[src/logic/trace_defines.svh]
`ifndef TRACE_DEFINES_SVH
`define TRACE_DEFINES_SVH

//////////////////////////////////////////////////////////////////////////////
// replay channel geometry
//////////////////////////////////////////////////////////////////////////////

// number of independent replay channels
`define TRACE_CHANNELS 4

// payload width of each replay channel, channel 0 first
`define TRACE_W0 8
`define TRACE_W1 16
`define TRACE_W2 8
`define TRACE_W3 16

// compacted data field holds every channel when all logb bits are set
`define TRACE_DATA_W 48

// per-channel replay queue
`define TRACE_QUEUE_DEPTH 4
// used entries at which a queue reports almost-full
// one record may still be in flight past the ingress check
`define TRACE_ALMFUL_LEVEL 2

//////////////////////////////////////////////////////////////////////////////
// host register map (word addresses)
//////////////////////////////////////////////////////////////////////////////

`define WB_ADDR_W 3

`define WB_REG_DATA_LO 0
`define WB_REG_DATA_HI 1
`define WB_REG_STATUS 2
`define WB_REG_LOGE_COUNT 3

`endif

[src/logic/trace_format_pkg.sv]
`include "trace_defines.svh"

// types that describe one packed trace record and its unpacked pieces
package trace_format_pkg;

  // one bit per replay channel, used for both logb_valid and loge_valid
  typedef logic [`TRACE_CHANNELS-1:0] chan_mask_t;

  // compacted data field
  // only channels whose logb bit is set take up space, packed from bit 0
  // in channel order
  typedef logic [`TRACE_DATA_W-1:0] trace_data_t;

  // one channel word, right aligned
  // the 8 bit channels are zero extended into it
  typedef logic [15:0] chan_data_t;

  // loge events per channel, wraps at 256
  typedef logic [7:0] loge_count_t;

  // the two unpacker instances each own half of the channels
  typedef enum logic {
    // channels 0 and 1
    group_low,
    // channels 2 and 3, whose offsets start after whatever the low group used
    group_high
  } chan_group_e;

endpackage

[src/logic/wb_bus_pkg.sv]
`include "trace_defines.svh"

// host bus decode and the ingress handshake FSM
package wb_bus_pkg;

  // register select, decoded from the word address
  typedef enum logic [`WB_ADDR_W-1:0] {
    reg_data_lo    = `WB_ADDR_W'(`WB_REG_DATA_LO),
    // writing this word commits the record
    reg_data_hi    = `WB_ADDR_W'(`WB_REG_DATA_HI),
    reg_status     = `WB_ADDR_W'(`WB_REG_STATUS),
    reg_loge_count = `WB_ADDR_W'(`WB_REG_LOGE_COUNT)
  } wb_reg_e;

  // ingress FSM states
  typedef enum logic [1:0] {
    st_idle,
    // ack is high for exactly this one cycle
    st_ack,
    // a commit is held here while the replay queues are almost full
    st_wait_room
  } ingress_state_e;

endpackage

[src/logic/trace_ingress.sv]
`timescale 1ns/10ps
`include "trace_defines.svh"

// wishbone classic slave in front of the trace decoder
// the host writes the low word, then the high word which commits the record
module trace_ingress (
  input  logic                                                 clk,
  input  logic                                                 rstn,
  input  logic                                                 wb_cyc,
  input  logic                                                 wb_stb,
  input  logic                                                 wb_we,
  input  logic [`WB_ADDR_W-1:0]                                wb_adr,
  input  logic [31:0]                                          wb_dat_w,
  output logic [31:0]                                          wb_dat_r,
  output logic                                                 wb_ack,
  input  logic                                                 almful,
  input  trace_format_pkg::loge_count_t [`TRACE_CHANNELS-1:0] loge_count,
  output logic                                                 rec_valid,
  output trace_format_pkg::chan_mask_t                         rec_logb,
  output trace_format_pkg::chan_mask_t                         rec_loge,
  output trace_format_pkg::trace_data_t                        rec_data
);
  import trace_format_pkg::*;
  import wb_bus_pkg::*;

  ingress_state_e state;
  ingress_state_e state_nxt;
  wb_reg_e        reg_sel;
  logic           req;
  logic           commit;
  logic [31:0]    lo_word;

  assign reg_sel = wb_reg_e'(wb_adr);
  assign req     = wb_cyc && wb_stb;
  assign commit  = req && wb_we && (reg_sel == reg_data_hi);

  // the master holds its signals until ack, so the ack cycle still sees them
  assign wb_ack = (state == st_ack);

  //////////////////////////////////////////////////////////////////////////
  // handshake FSM
  //////////////////////////////////////////////////////////////////////////

  always_comb begin
    state_nxt = state;
    case (state)
      st_idle: begin
        // a commit only goes through when the queues have room
        if (commit && almful) begin
          state_nxt = st_wait_room;
        end else if (req) begin
          state_nxt = st_ack;
        end
      end
      st_wait_room: begin
        // the master may give up on the cycle, otherwise ack once room frees
        if (!req) begin
          state_nxt = st_idle;
        end else if (!almful) begin
          state_nxt = st_ack;
        end
      end
      default: state_nxt = st_idle;
    endcase
  end

  always_ff @(posedge clk) begin
    if (!rstn) begin
      state     <= st_idle;
      rec_valid <= 1'b0;
    end else begin
      state     <= state_nxt;
      // record goes out in the cycle right after the commit ack
      rec_valid <= wb_ack && commit;
    end
  end

  // low word and the assembled record carry no reset
  always_ff @(posedge clk) begin
    if (wb_ack && req && wb_we && (reg_sel == reg_data_lo)) begin
      lo_word <= wb_dat_w;
    end
    if (wb_ack && commit) begin
      rec_logb <= lo_word[3:0];
      rec_loge <= lo_word[7:4];
      // data bits 55..32 of the record sit in the low 24 bits of the high word
      rec_data <= {wb_dat_w[23:0], lo_word[31:8]};
    end
  end

  // read mux, sampled by the master while ack is high
  always_comb begin
    case (reg_sel)
      reg_data_lo:    wb_dat_r = lo_word;
      reg_status:     wb_dat_r = {31'b0, almful};
      // channel 0 count lands in the low byte
      reg_loge_count: wb_dat_r = loge_count;
      default:        wb_dat_r = 32'b0;
    endcase
  end

endmodule

[src/logic/channel_unpack.sv]
`timescale 1ns/10ps
`include "trace_defines.svh"

// unpacks the two channels of one group out of the compacted data field
// and keeps a small queue per channel
module channel_unpack #(
  parameter trace_format_pkg::chan_group_e GROUP = trace_format_pkg::group_low
) (
  input  logic                          clk,
  input  logic                          rstn,
  input  logic                          rec_valid,
  input  trace_format_pkg::chan_mask_t  rec_logb,
  input  trace_format_pkg::trace_data_t rec_data,
  input  logic [1:0]                    pop,
  output logic [1:0]                    head_valid,
  output trace_format_pkg::chan_data_t  head_data_a,
  output trace_format_pkg::chan_data_t  head_data_b,
  output logic                          almful
);
  import trace_format_pkg::*;

  // first channel of this group and the widths of its two channels
  localparam int CH_A  = (GROUP == group_low) ? 0 : 2;
  localparam int W_A   = (GROUP == group_low) ? `TRACE_W0 : `TRACE_W2;
  localparam int W_B   = (GROUP == group_low) ? `TRACE_W1 : `TRACE_W3;
  localparam int OFF_W = $clog2(`TRACE_DATA_W + 1);
  localparam int PTR_W = $clog2(`TRACE_QUEUE_DEPTH);
  localparam int CNT_W = $clog2(`TRACE_QUEUE_DEPTH + 1);
  localparam logic [CNT_W-1:0] FULL_CNT   = CNT_W'(`TRACE_QUEUE_DEPTH);
  localparam logic [CNT_W-1:0] ALMFUL_CNT = CNT_W'(`TRACE_ALMFUL_LEVEL);

  logic [OFF_W-1:0] base_off;
  logic [OFF_W-1:0] off [2];
  logic [1:0]       push_q;
  chan_data_t       push_data [2];
  chan_data_t       head_data [2];
  logic [1:0]       lane_almful;

  //////////////////////////////////////////////////////////////////////////
  // offset of each channel inside the compacted field
  //////////////////////////////////////////////////////////////////////////

  // a channel starts after every lower numbered channel that has data
  // so the high group first skips whatever the low group used
  always_comb begin
    base_off = '0;
    if (GROUP == group_high) begin
      if (rec_logb[0]) begin
        base_off = base_off + OFF_W'(`TRACE_W0);
      end
      if (rec_logb[1]) begin
        base_off = base_off + OFF_W'(`TRACE_W1);
      end
    end
    off[0] = base_off;
    off[1] = base_off + (rec_logb[CH_A] ? OFF_W'(W_A) : '0);
  end

  for (genvar lane = 0; lane < 2; lane++) begin : g_lane
    localparam int W = (lane == 0) ? W_A : W_B;

    chan_data_t       ext;
    chan_data_t       mem [`TRACE_QUEUE_DEPTH];
    logic [PTR_W-1:0] wr_ptr;
    logic [PTR_W-1:0] rd_ptr;
    logic [CNT_W-1:0] count;
    logic             do_push;
    logic             do_pop;

    // slice out this channel and zero extend to a full channel word
    always_comb begin
      ext = '0;
      ext[W-1:0] = rec_data[off[lane] +: W];
    end

    // one register stage between the record and the queue write
    always_ff @(posedge clk) begin
      if (!rstn) begin
        push_q[lane] <= 1'b0;
      end else begin
        push_q[lane] <= rec_valid && rec_logb[CH_A + lane];
      end
    end

    always_ff @(posedge clk) begin
      push_data[lane] <= ext;
    end

    // queue, a push into a full queue only lands when the head leaves
    assign do_pop  = pop[lane] && (count != '0);
    assign do_push = push_q[lane] && ((count != FULL_CNT) || do_pop);

    always_ff @(posedge clk) begin
      if (!rstn) begin
        wr_ptr <= '0;
        rd_ptr <= '0;
        count  <= '0;
      end else begin
        if (do_push) begin
          wr_ptr <= wr_ptr + 1'b1;
        end
        if (do_pop) begin
          rd_ptr <= rd_ptr + 1'b1;
        end
        if (do_push && !do_pop) begin
          count <= count + 1'b1;
        end else if (do_pop && !do_push) begin
          count <= count - 1'b1;
        end
      end
    end

    always_ff @(posedge clk) begin
      if (do_push) begin
        mem[wr_ptr] <= push_data[lane];
      end
    end

    assign head_valid[lane]  = (count != '0);
    assign head_data[lane]   = mem[rd_ptr];
    assign lane_almful[lane] = (count >= ALMFUL_CNT);
  end

  assign head_data_a = head_data[0];
  assign head_data_b = head_data[1];

  // either channel filling up stops the whole ingress
  assign almful = |lane_almful;

endmodule

[src/logic/replay_merge.sv]
`timescale 1ns/10ps
`include "trace_defines.svh"

// joins the two channel groups into four replay ports
// also folds the group back-pressure and keeps the loge event counts
module replay_merge (
  input  logic                                                 clk,
  input  logic                                                 rstn,
  input  logic                                                 rec_valid,
  input  trace_format_pkg::chan_mask_t                         rec_loge,
  input  logic [1:0]                                           lo_head_valid,
  input  trace_format_pkg::chan_data_t                         lo_head_data_a,
  input  trace_format_pkg::chan_data_t                         lo_head_data_b,
  input  logic                                                 lo_almful,
  input  logic [1:0]                                           hi_head_valid,
  input  trace_format_pkg::chan_data_t                         hi_head_data_a,
  input  trace_format_pkg::chan_data_t                         hi_head_data_b,
  input  logic                                                 hi_almful,
  input  logic [`TRACE_CHANNELS-1:0]                           replay_ready,
  output logic [1:0]                                           lo_pop,
  output logic [1:0]                                           hi_pop,
  output logic [`TRACE_CHANNELS-1:0]                           replay_valid,
  output trace_format_pkg::chan_data_t                         replay_data_0,
  output trace_format_pkg::chan_data_t                         replay_data_1,
  output trace_format_pkg::chan_data_t                         replay_data_2,
  output trace_format_pkg::chan_data_t                         replay_data_3,
  output logic                                                 almful,
  output trace_format_pkg::loge_count_t [`TRACE_CHANNELS-1:0] loge_count
);
  import trace_format_pkg::*;

  logic [`TRACE_CHANNELS-1:0] fire;

  //////////////////////////////////////////////////////////////////////////
  // replay ports
  //////////////////////////////////////////////////////////////////////////

  // low group feeds channels 0 and 1, high group channels 2 and 3
  // each port shows its queue head directly so a stalled channel
  // leaves the other three alone
  assign replay_valid  = {hi_head_valid, lo_head_valid};
  assign replay_data_0 = lo_head_data_a;
  assign replay_data_1 = lo_head_data_b;
  assign replay_data_2 = hi_head_data_a;
  assign replay_data_3 = hi_head_data_b;

  // an entry leaves its queue on the valid and ready handshake
  assign fire   = replay_valid & replay_ready;
  assign lo_pop = fire[1:0];
  assign hi_pop = fire[3:2];

  // any almost-full queue holds back the next commit
  assign almful = lo_almful || hi_almful;

  //////////////////////////////////////////////////////////////////////////
  // loge event counters
  //////////////////////////////////////////////////////////////////////////

  // loge is counted when the record is issued, even when the record
  // carries no logb data at all
  always_ff @(posedge clk) begin
    if (!rstn) begin
      loge_count <= '0;
    end else if (rec_valid) begin
      for (int n = 0; n < `TRACE_CHANNELS; n++) begin
        // the count simply wraps past 255
        if (rec_loge[n]) begin
          loge_count[n] <= loge_count[n] + 1'b1;
        end
      end
    end
  end

endmodule

[src/logic/trace_decoder_top.sv]
`timescale 1ns/10ps
`include "trace_defines.svh"

// replay trace decoder
// host records come in over wishbone and leave on four replay ports
module trace_decoder_top (
  input  logic                         clk,
  input  logic                         rstn,
  input  logic                         wb_cyc,
  input  logic                         wb_stb,
  input  logic                         wb_we,
  input  logic [`WB_ADDR_W-1:0]        wb_adr,
  input  logic [31:0]                  wb_dat_w,
  output logic [31:0]                  wb_dat_r,
  output logic                         wb_ack,
  output logic [`TRACE_CHANNELS-1:0]   replay_valid,
  input  logic [`TRACE_CHANNELS-1:0]   replay_ready,
  output trace_format_pkg::chan_data_t replay_data_0,
  output trace_format_pkg::chan_data_t replay_data_1,
  output trace_format_pkg::chan_data_t replay_data_2,
  output trace_format_pkg::chan_data_t replay_data_3
);
  import trace_format_pkg::*;

  // issued record, shared by both unpackers and the merge stage
  logic        rec_valid;
  chan_mask_t  rec_logb;
  chan_mask_t  rec_loge;
  trace_data_t rec_data;

  // back-pressure and counts on their way back to the host port
  logic                              almful;
  loge_count_t [`TRACE_CHANNELS-1:0] loge_count;

  // queue heads of the low and high groups
  logic [1:0] lo_head_valid;
  logic [1:0] hi_head_valid;
  logic [1:0] lo_pop;
  logic [1:0] hi_pop;
  chan_data_t lo_head_data_a;
  chan_data_t lo_head_data_b;
  chan_data_t hi_head_data_a;
  chan_data_t hi_head_data_b;
  logic       lo_almful;
  logic       hi_almful;

  trace_ingress i_trace_ingress (
    .clk        (clk),
    .rstn       (rstn),
    .wb_cyc     (wb_cyc),
    .wb_stb     (wb_stb),
    .wb_we      (wb_we),
    .wb_adr     (wb_adr),
    .wb_dat_w   (wb_dat_w),
    .wb_dat_r   (wb_dat_r),
    .wb_ack     (wb_ack),
    .almful     (almful),
    .loge_count (loge_count),
    .rec_valid  (rec_valid),
    .rec_logb   (rec_logb),
    .rec_loge   (rec_loge),
    .rec_data   (rec_data)
  );

  // both groups look at the same record in the same cycle
  channel_unpack #(.GROUP(group_low)) i_channel_unpack_lo (
    .clk         (clk),
    .rstn        (rstn),
    .rec_valid   (rec_valid),
    .rec_logb    (rec_logb),
    .rec_data    (rec_data),
    .pop         (lo_pop),
    .head_valid  (lo_head_valid),
    .head_data_a (lo_head_data_a),
    .head_data_b (lo_head_data_b),
    .almful      (lo_almful)
  );

  channel_unpack #(.GROUP(group_high)) i_channel_unpack_hi (
    .clk         (clk),
    .rstn        (rstn),
    .rec_valid   (rec_valid),
    .rec_logb    (rec_logb),
    .rec_data    (rec_data),
    .pop         (hi_pop),
    .head_valid  (hi_head_valid),
    .head_data_a (hi_head_data_a),
    .head_data_b (hi_head_data_b),
    .almful      (hi_almful)
  );

  replay_merge i_replay_merge (
    .clk            (clk),
    .rstn           (rstn),
    .rec_valid      (rec_valid),
    .rec_loge       (rec_loge),
    .lo_head_valid  (lo_head_valid),
    .lo_head_data_a (lo_head_data_a),
    .lo_head_data_b (lo_head_data_b),
    .lo_almful      (lo_almful),
    .hi_head_valid  (hi_head_valid),
    .hi_head_data_a (hi_head_data_a),
    .hi_head_data_b (hi_head_data_b),
    .hi_almful      (hi_almful),
    .replay_ready   (replay_ready),
    .lo_pop         (lo_pop),
    .hi_pop         (hi_pop),
    .replay_valid   (replay_valid),
    .replay_data_0  (replay_data_0),
    .replay_data_1  (replay_data_1),
    .replay_data_2  (replay_data_2),
    .replay_data_3  (replay_data_3),
    .almful         (almful),
    .loge_count     (loge_count)
  );

endmodule

[config.mk]
export PLATFORM = sky130hd
export DESIGN_NAME = trace_decoder_top
export DESIGN_NICKNAME = d
export VERILOG_FILES = /design/src/logic/trace_format_pkg.sv /design/src/logic/wb_bus_pkg.sv /design/src/logic/trace_ingress.sv /design/src/logic/channel_unpack.sv /design/src/logic/replay_merge.sv /design/src/logic/trace_decoder_top.sv
export VERILOG_INCLUDE_DIRS = /design/src /design/src/logic
export SDC_FILE = /design/constraint.sdc
export NUM_CORES = 1
export LEC_CHECK = 0
export BUFFER_PORTS_ARGS = -buffer_cell sky130_fd_sc_hd__buf_2
export CORE_UTILIZATION = 54
export DETAILED_ROUTE_END_ITERATION = 7
export GPL_TIMING_DRIVEN = 0
export PLACE_DENSITY = 0.76
export SYNTH_ARGS = -nofsm -noshare
export SYNTH_HDL_FRONTEND = slang
export SYNTH_HIERARCHICAL = 1
export SYNTH_SLANG_ARGS = --single-unit
[constraint.sdc]
create_clock -name clk -period 5 [get_ports clk]
set_clock_uncertainty 0.2 [all_clocks]
set_input_delay 0.75 -clock clk [delete_from_list [all_inputs] [get_ports clk]]
set_output_delay 0.75 -clock clk [all_outputs]
set_load 0.005 [all_outputs]
==> flow_summary_export.csv <==
group,metric,value,unit
status,run_status,"finished, final reports clean",
timing,relSlewSlack,40.0,%
global_route,grt_usage,21.9,%
place,dp_slack,1.92,ns
critical_path,cp-startpoint,"i_channel_unpack_lo/g_lane[0].count[2]",
clock_tree,cts_setup_buffers,0,
yosys,synth_adder_area_share,2.49,%
global_route,grt_pass1_wl,51200,um
global_route,grt_max_degree,17,
clock_tree,clk_pin_slew,0.06,ns
yosys,yosysSeqAreaShare,66.7,%
detailed_routing,viasPerCell,5.59,
yosys,yosys.area_share.xor_xnor,1.29,%
critical_path,cp-end-kind,"output pin",
min_path,min-delay-start,"wb_dat_w[26]",
yosys,syn_area,16300,um^2
pwr,switchingPower,1.22,mW
pwr,combPwrFrac,1.4,%
job,drv_cap,0,
pwr,swShare,18.5,%
critical_path,start_kind,"flip-flop",
critical_path,crit_arrival,2.67,ns
pwr,p_per_area,348,nW/um^2
timing,fin_ws,1.38,ns
final_layout,layout-drive-gt1-share,32.2,%
timing,min_period,3.62,ns
yosys,synth-async-reset-ratio,0,%
clock_tree,cts_resized,0,
yosys,syn_avg_cell_area,15.8,um^2
yosys,yosysUniqueCellTypes,48,
critical_path,max_stage_delay,0.75,ns
timing,tightest_slew,0.901,ns
place,numPortBuffers,128,
global_route,antenna_found_initial,0,
final_layout,fillerInstances,2125,
timing,rsz0062_at_grt,"no",
timing,period_share,72.3,%
pwr,peakVddDrop,0.223,mV
clock_tree,clock_sinks,403,
critical_path,r2r_start,"i_channel_unpack_lo/g_lane[0].count[2]",
floorplan,chipHeight,176,um
timing,finalMaxSlewViolations,0,
critical_path,crit_chain,"or4_2, or2_2, mux2_2, a22oi_1, nor2_1, buf_2",
yosys,synth_flop_cell,"edfxtp_1",
floorplan,fp.dieW,176,um
floorplan,fp-row-count,63,
critical_path,critPathKind,"reg -> out",
yosys,synth.mux.area_fraction,12.1,%
yosys,synth_compound_area_share,5.92,%
pwr,power_frac_seq,53.8,%
pwr,power_frac_clock,44.8,%
detailed_routing,final_antenna_net_count,0,
pwr,p_int,5.35,mW
timing,fmax,0.276,GHz
yosys,ys_warn_count,6,
clock_tree,clock-root-buffer,"clkbuf_16",
clock_tree,clockBufferDepth,3,
detailed_routing,drcViolationCount,0,
yosys,ys_seq_elements,403,
global_route,grt_pass1_vias,9163,
detailed_routing,dr.pass1.iters,5,
clock_tree,ctsHoldBuffers,0,
final_layout,fin_util,63.7,%
floorplan,num_io_pins,145,
detailed_routing,drt_iter0_markers,601,
place,hpwl,23000,um
timing,setup_viol,0,
clock_tree,h-tree-depth,2,
detailed_routing,vias,9192,
floorplan,die_area,30900,um^2
clock_tree,cts_tree,"built",
critical_path,cp_data_required_time,4.05,ns
yosys,netlist_instances,1032,
floorplan,start_util,55.0,%
detailed_routing,wl_per_cell,20.1,um
final_layout,diodes,0,
place,gp_congestion,0.920,
clock_tree,cts_buffers,39,
min_path,worstHoldPathType,"in -> reg",
yosys,synth_top_family_by_area,"multiplexers",
pwr,p_leak,6.94,nW
detailed_routing,routed_wl,33000,um
final_layout,fin_nets,1297,
global_route,overflow,0,
critical_path,critPathMaxFanout,7,
final_layout,areaGrowthSynthToFinish,15.8,%
floorplan,coreArea,29600,um^2
yosys,synthSimpleGateAreaFrac,5.40,%
timing,final_hold_viol_count,0,
yosys,synth_edf_count,280,
clock_tree,insertion_delay,0.51,ns
critical_path,cp_slowest_cell,"or4_2",
-- critical path: cells and delay by family, from the launching register on --
| kind | cells | cell delay, ns |
|---|---|---|
| and+or+nand+nor | 3 | 1.20 |
| buffers and inverters | 1 | 0.12 |
| DFF | 1 | 0.37 |
| muxes | 1 | 0.29 |
| AOI/OAI and AO/OA | 1 | 0.18 |
-- cells in the final DEF (no fill, tap or decap), types with 24 or more instances in the layout --
cell / Yosys / final
edfxtp_1: 280 / 280
buf_2: 22 / 150
dfxtp_1: 123 / 123
buf_4: 92 / 96
mux4_2: 56 / 56
mux2i_1: 52 / 52
clkbuf_16: 0 / 42
o21ai_0: 36 / 36
nand2_1: 31 / 31
a22o_1: 31 / 31
and2_1: 29 / 29
clkbuf_1: 13 / 27
ha_1: 26 / 26
inv_1: 24 / 24
a21oi_1: 24 / 24
-- layout make-up --
class	instances	area, um^2	share of cell area [%]
Inverter	26	97.6	0.517
Timing Repair Buffer	136	723	3.83
Clock inverter	13	170	0.901
Buffer	132	891	4.72
Tap cell	390	488	2.58
Multi-Input combinational cell	485	4510	23.9
Clock buffer	58	1130	5.99
Sequential cell	403	10900	57.6
-- per-stage QoR --
step / hold slack (ns) / std cells / instance area, um^2 / power [mW] / setup TNS, ns
4_1_cts: 0.197 / 1643 / 18900 / 6.62 / 0
3_5_place_dp: 0.245 / 1572 / 17600 / 3.69 / 0
5_1_grt: 0.195 / 1643 / 18900 / 6.77 / 0
3_3_place_gp: 0.237 / 1564 / 17500 / 3.69 / -133.00
2_1_floorplan: 0.183 / 1046 / 16400 / 3.65 / 0
6_report: 0.213 / 1643 / 18900 / 6.57 / 0
-- cells in the mapped netlist (9+ instances only) --
master      n  area, um^2
a21oi_1    24         120
inv_1      24        90.1
o21ai_0    36         180
and2_1     29         181
buf_4      92         691
o31ai_1     9        67.6
clkbuf_1   13        48.8
dfxtp_1   123        2460
mux2_2     17         191
xnor2_1    16         140
nand3_1    13        65.1
nor2_1     13        48.8
mux2i_1    52         521
or3_1      19         119
buf_2      22         110
nand2_1    31         116
mux4_2     56        1260
a22o_1     31         272
edfxtp_1  280        8410
nand4_1    10        62.6
ha_1       26         325
-- state kept, by name, summed over array words and instances (netlist names), named ones only --
register                           count
i_channel_unpack_hi/g_lane.mem        96
i_channel_unpack_lo/g_lane.mem        96
i_trace_ingress/rec_data              48
i_replay_merge/loge_count             32
i_trace_ingress/lo_word               32
i_channel_unpack_hi/push_data         24
i_channel_unpack_lo/push_data         24
i_channel_unpack_hi/g_lane.count       6
i_channel_unpack_lo/g_lane.count       6
i_channel_unpack_hi/g_lane.rd_ptr      4
i_channel_unpack_hi/g_lane.wr_ptr      4
i_channel_unpack_lo/g_lane.rd_ptr      4
i_channel_unpack_lo/g_lane.wr_ptr      4
i_trace_ingress/rec_logb               4
i_trace_ingress/rec_loge               4
i_channel_unpack_hi/push_q             2
i_channel_unpack_lo/push_q             2
i_trace_ingress/state                  2
i_trace_ingress/rec_valid              1
-- worst paths after layout --
kind | slack [ns] | cells after the start | to
hold / removal | 0.21 | 1 | i_trace_ingress/lo_word[26]
setup / recovery | 1.38 | 6 | wb_dat_r[0]
setup reg to reg | 2.06 | 10 | i_channel_unpack_lo/g_lane[0].count[2]
hold reg to reg | 0.26 | 0 | i_trace_ingress/rec_loge[1]
-- cells by family (layout without fill, tap and decap cells) --
| group | after synthesis | count (layout) |
|---|---|---|
| compound gates | 137 | 137 |
| xor+xnor | 24 | 24 |
| fa+ha+maj | 30 | 30 |
| buf+inv | 158 | 365 |
| flops | 403 | 403 |
| mux | 125 | 125 |
| other cells | 2 | 16 |
| simple gates | 153 | 153 |
-- routing by layer --
layer / part of all wire, % / GRT usage, % / up-vias / routed length [um]
met4: 3.5 / 8.19 / 0 / 1170
li1: - / - / 4197 / -
met2: 48 / 36.1 / 393 / 16000
met5: 0 / 0 / - / 0
met3: 6.3 / 3.59 / 87 / 2080
met1: 42 / 29.3 / 4515 / 13800
-- power by group through the flow --
stage / clock network [mW] / logic, mW / registers [mW]
after global placement: 0 / 0.0859 / 3.61
after CTS: 3.00 / 0.0883 / 3.53
after detailed placement: 0 / 0.0878 / 3.61
after floorplan: 0 / 0.0456 / 3.61
final: 2.94 / 0.0898 / 3.53
after global routing: 3.14 / 0.0967 / 3.53
No activity file was read; power rests on OpenSTA's default activity.
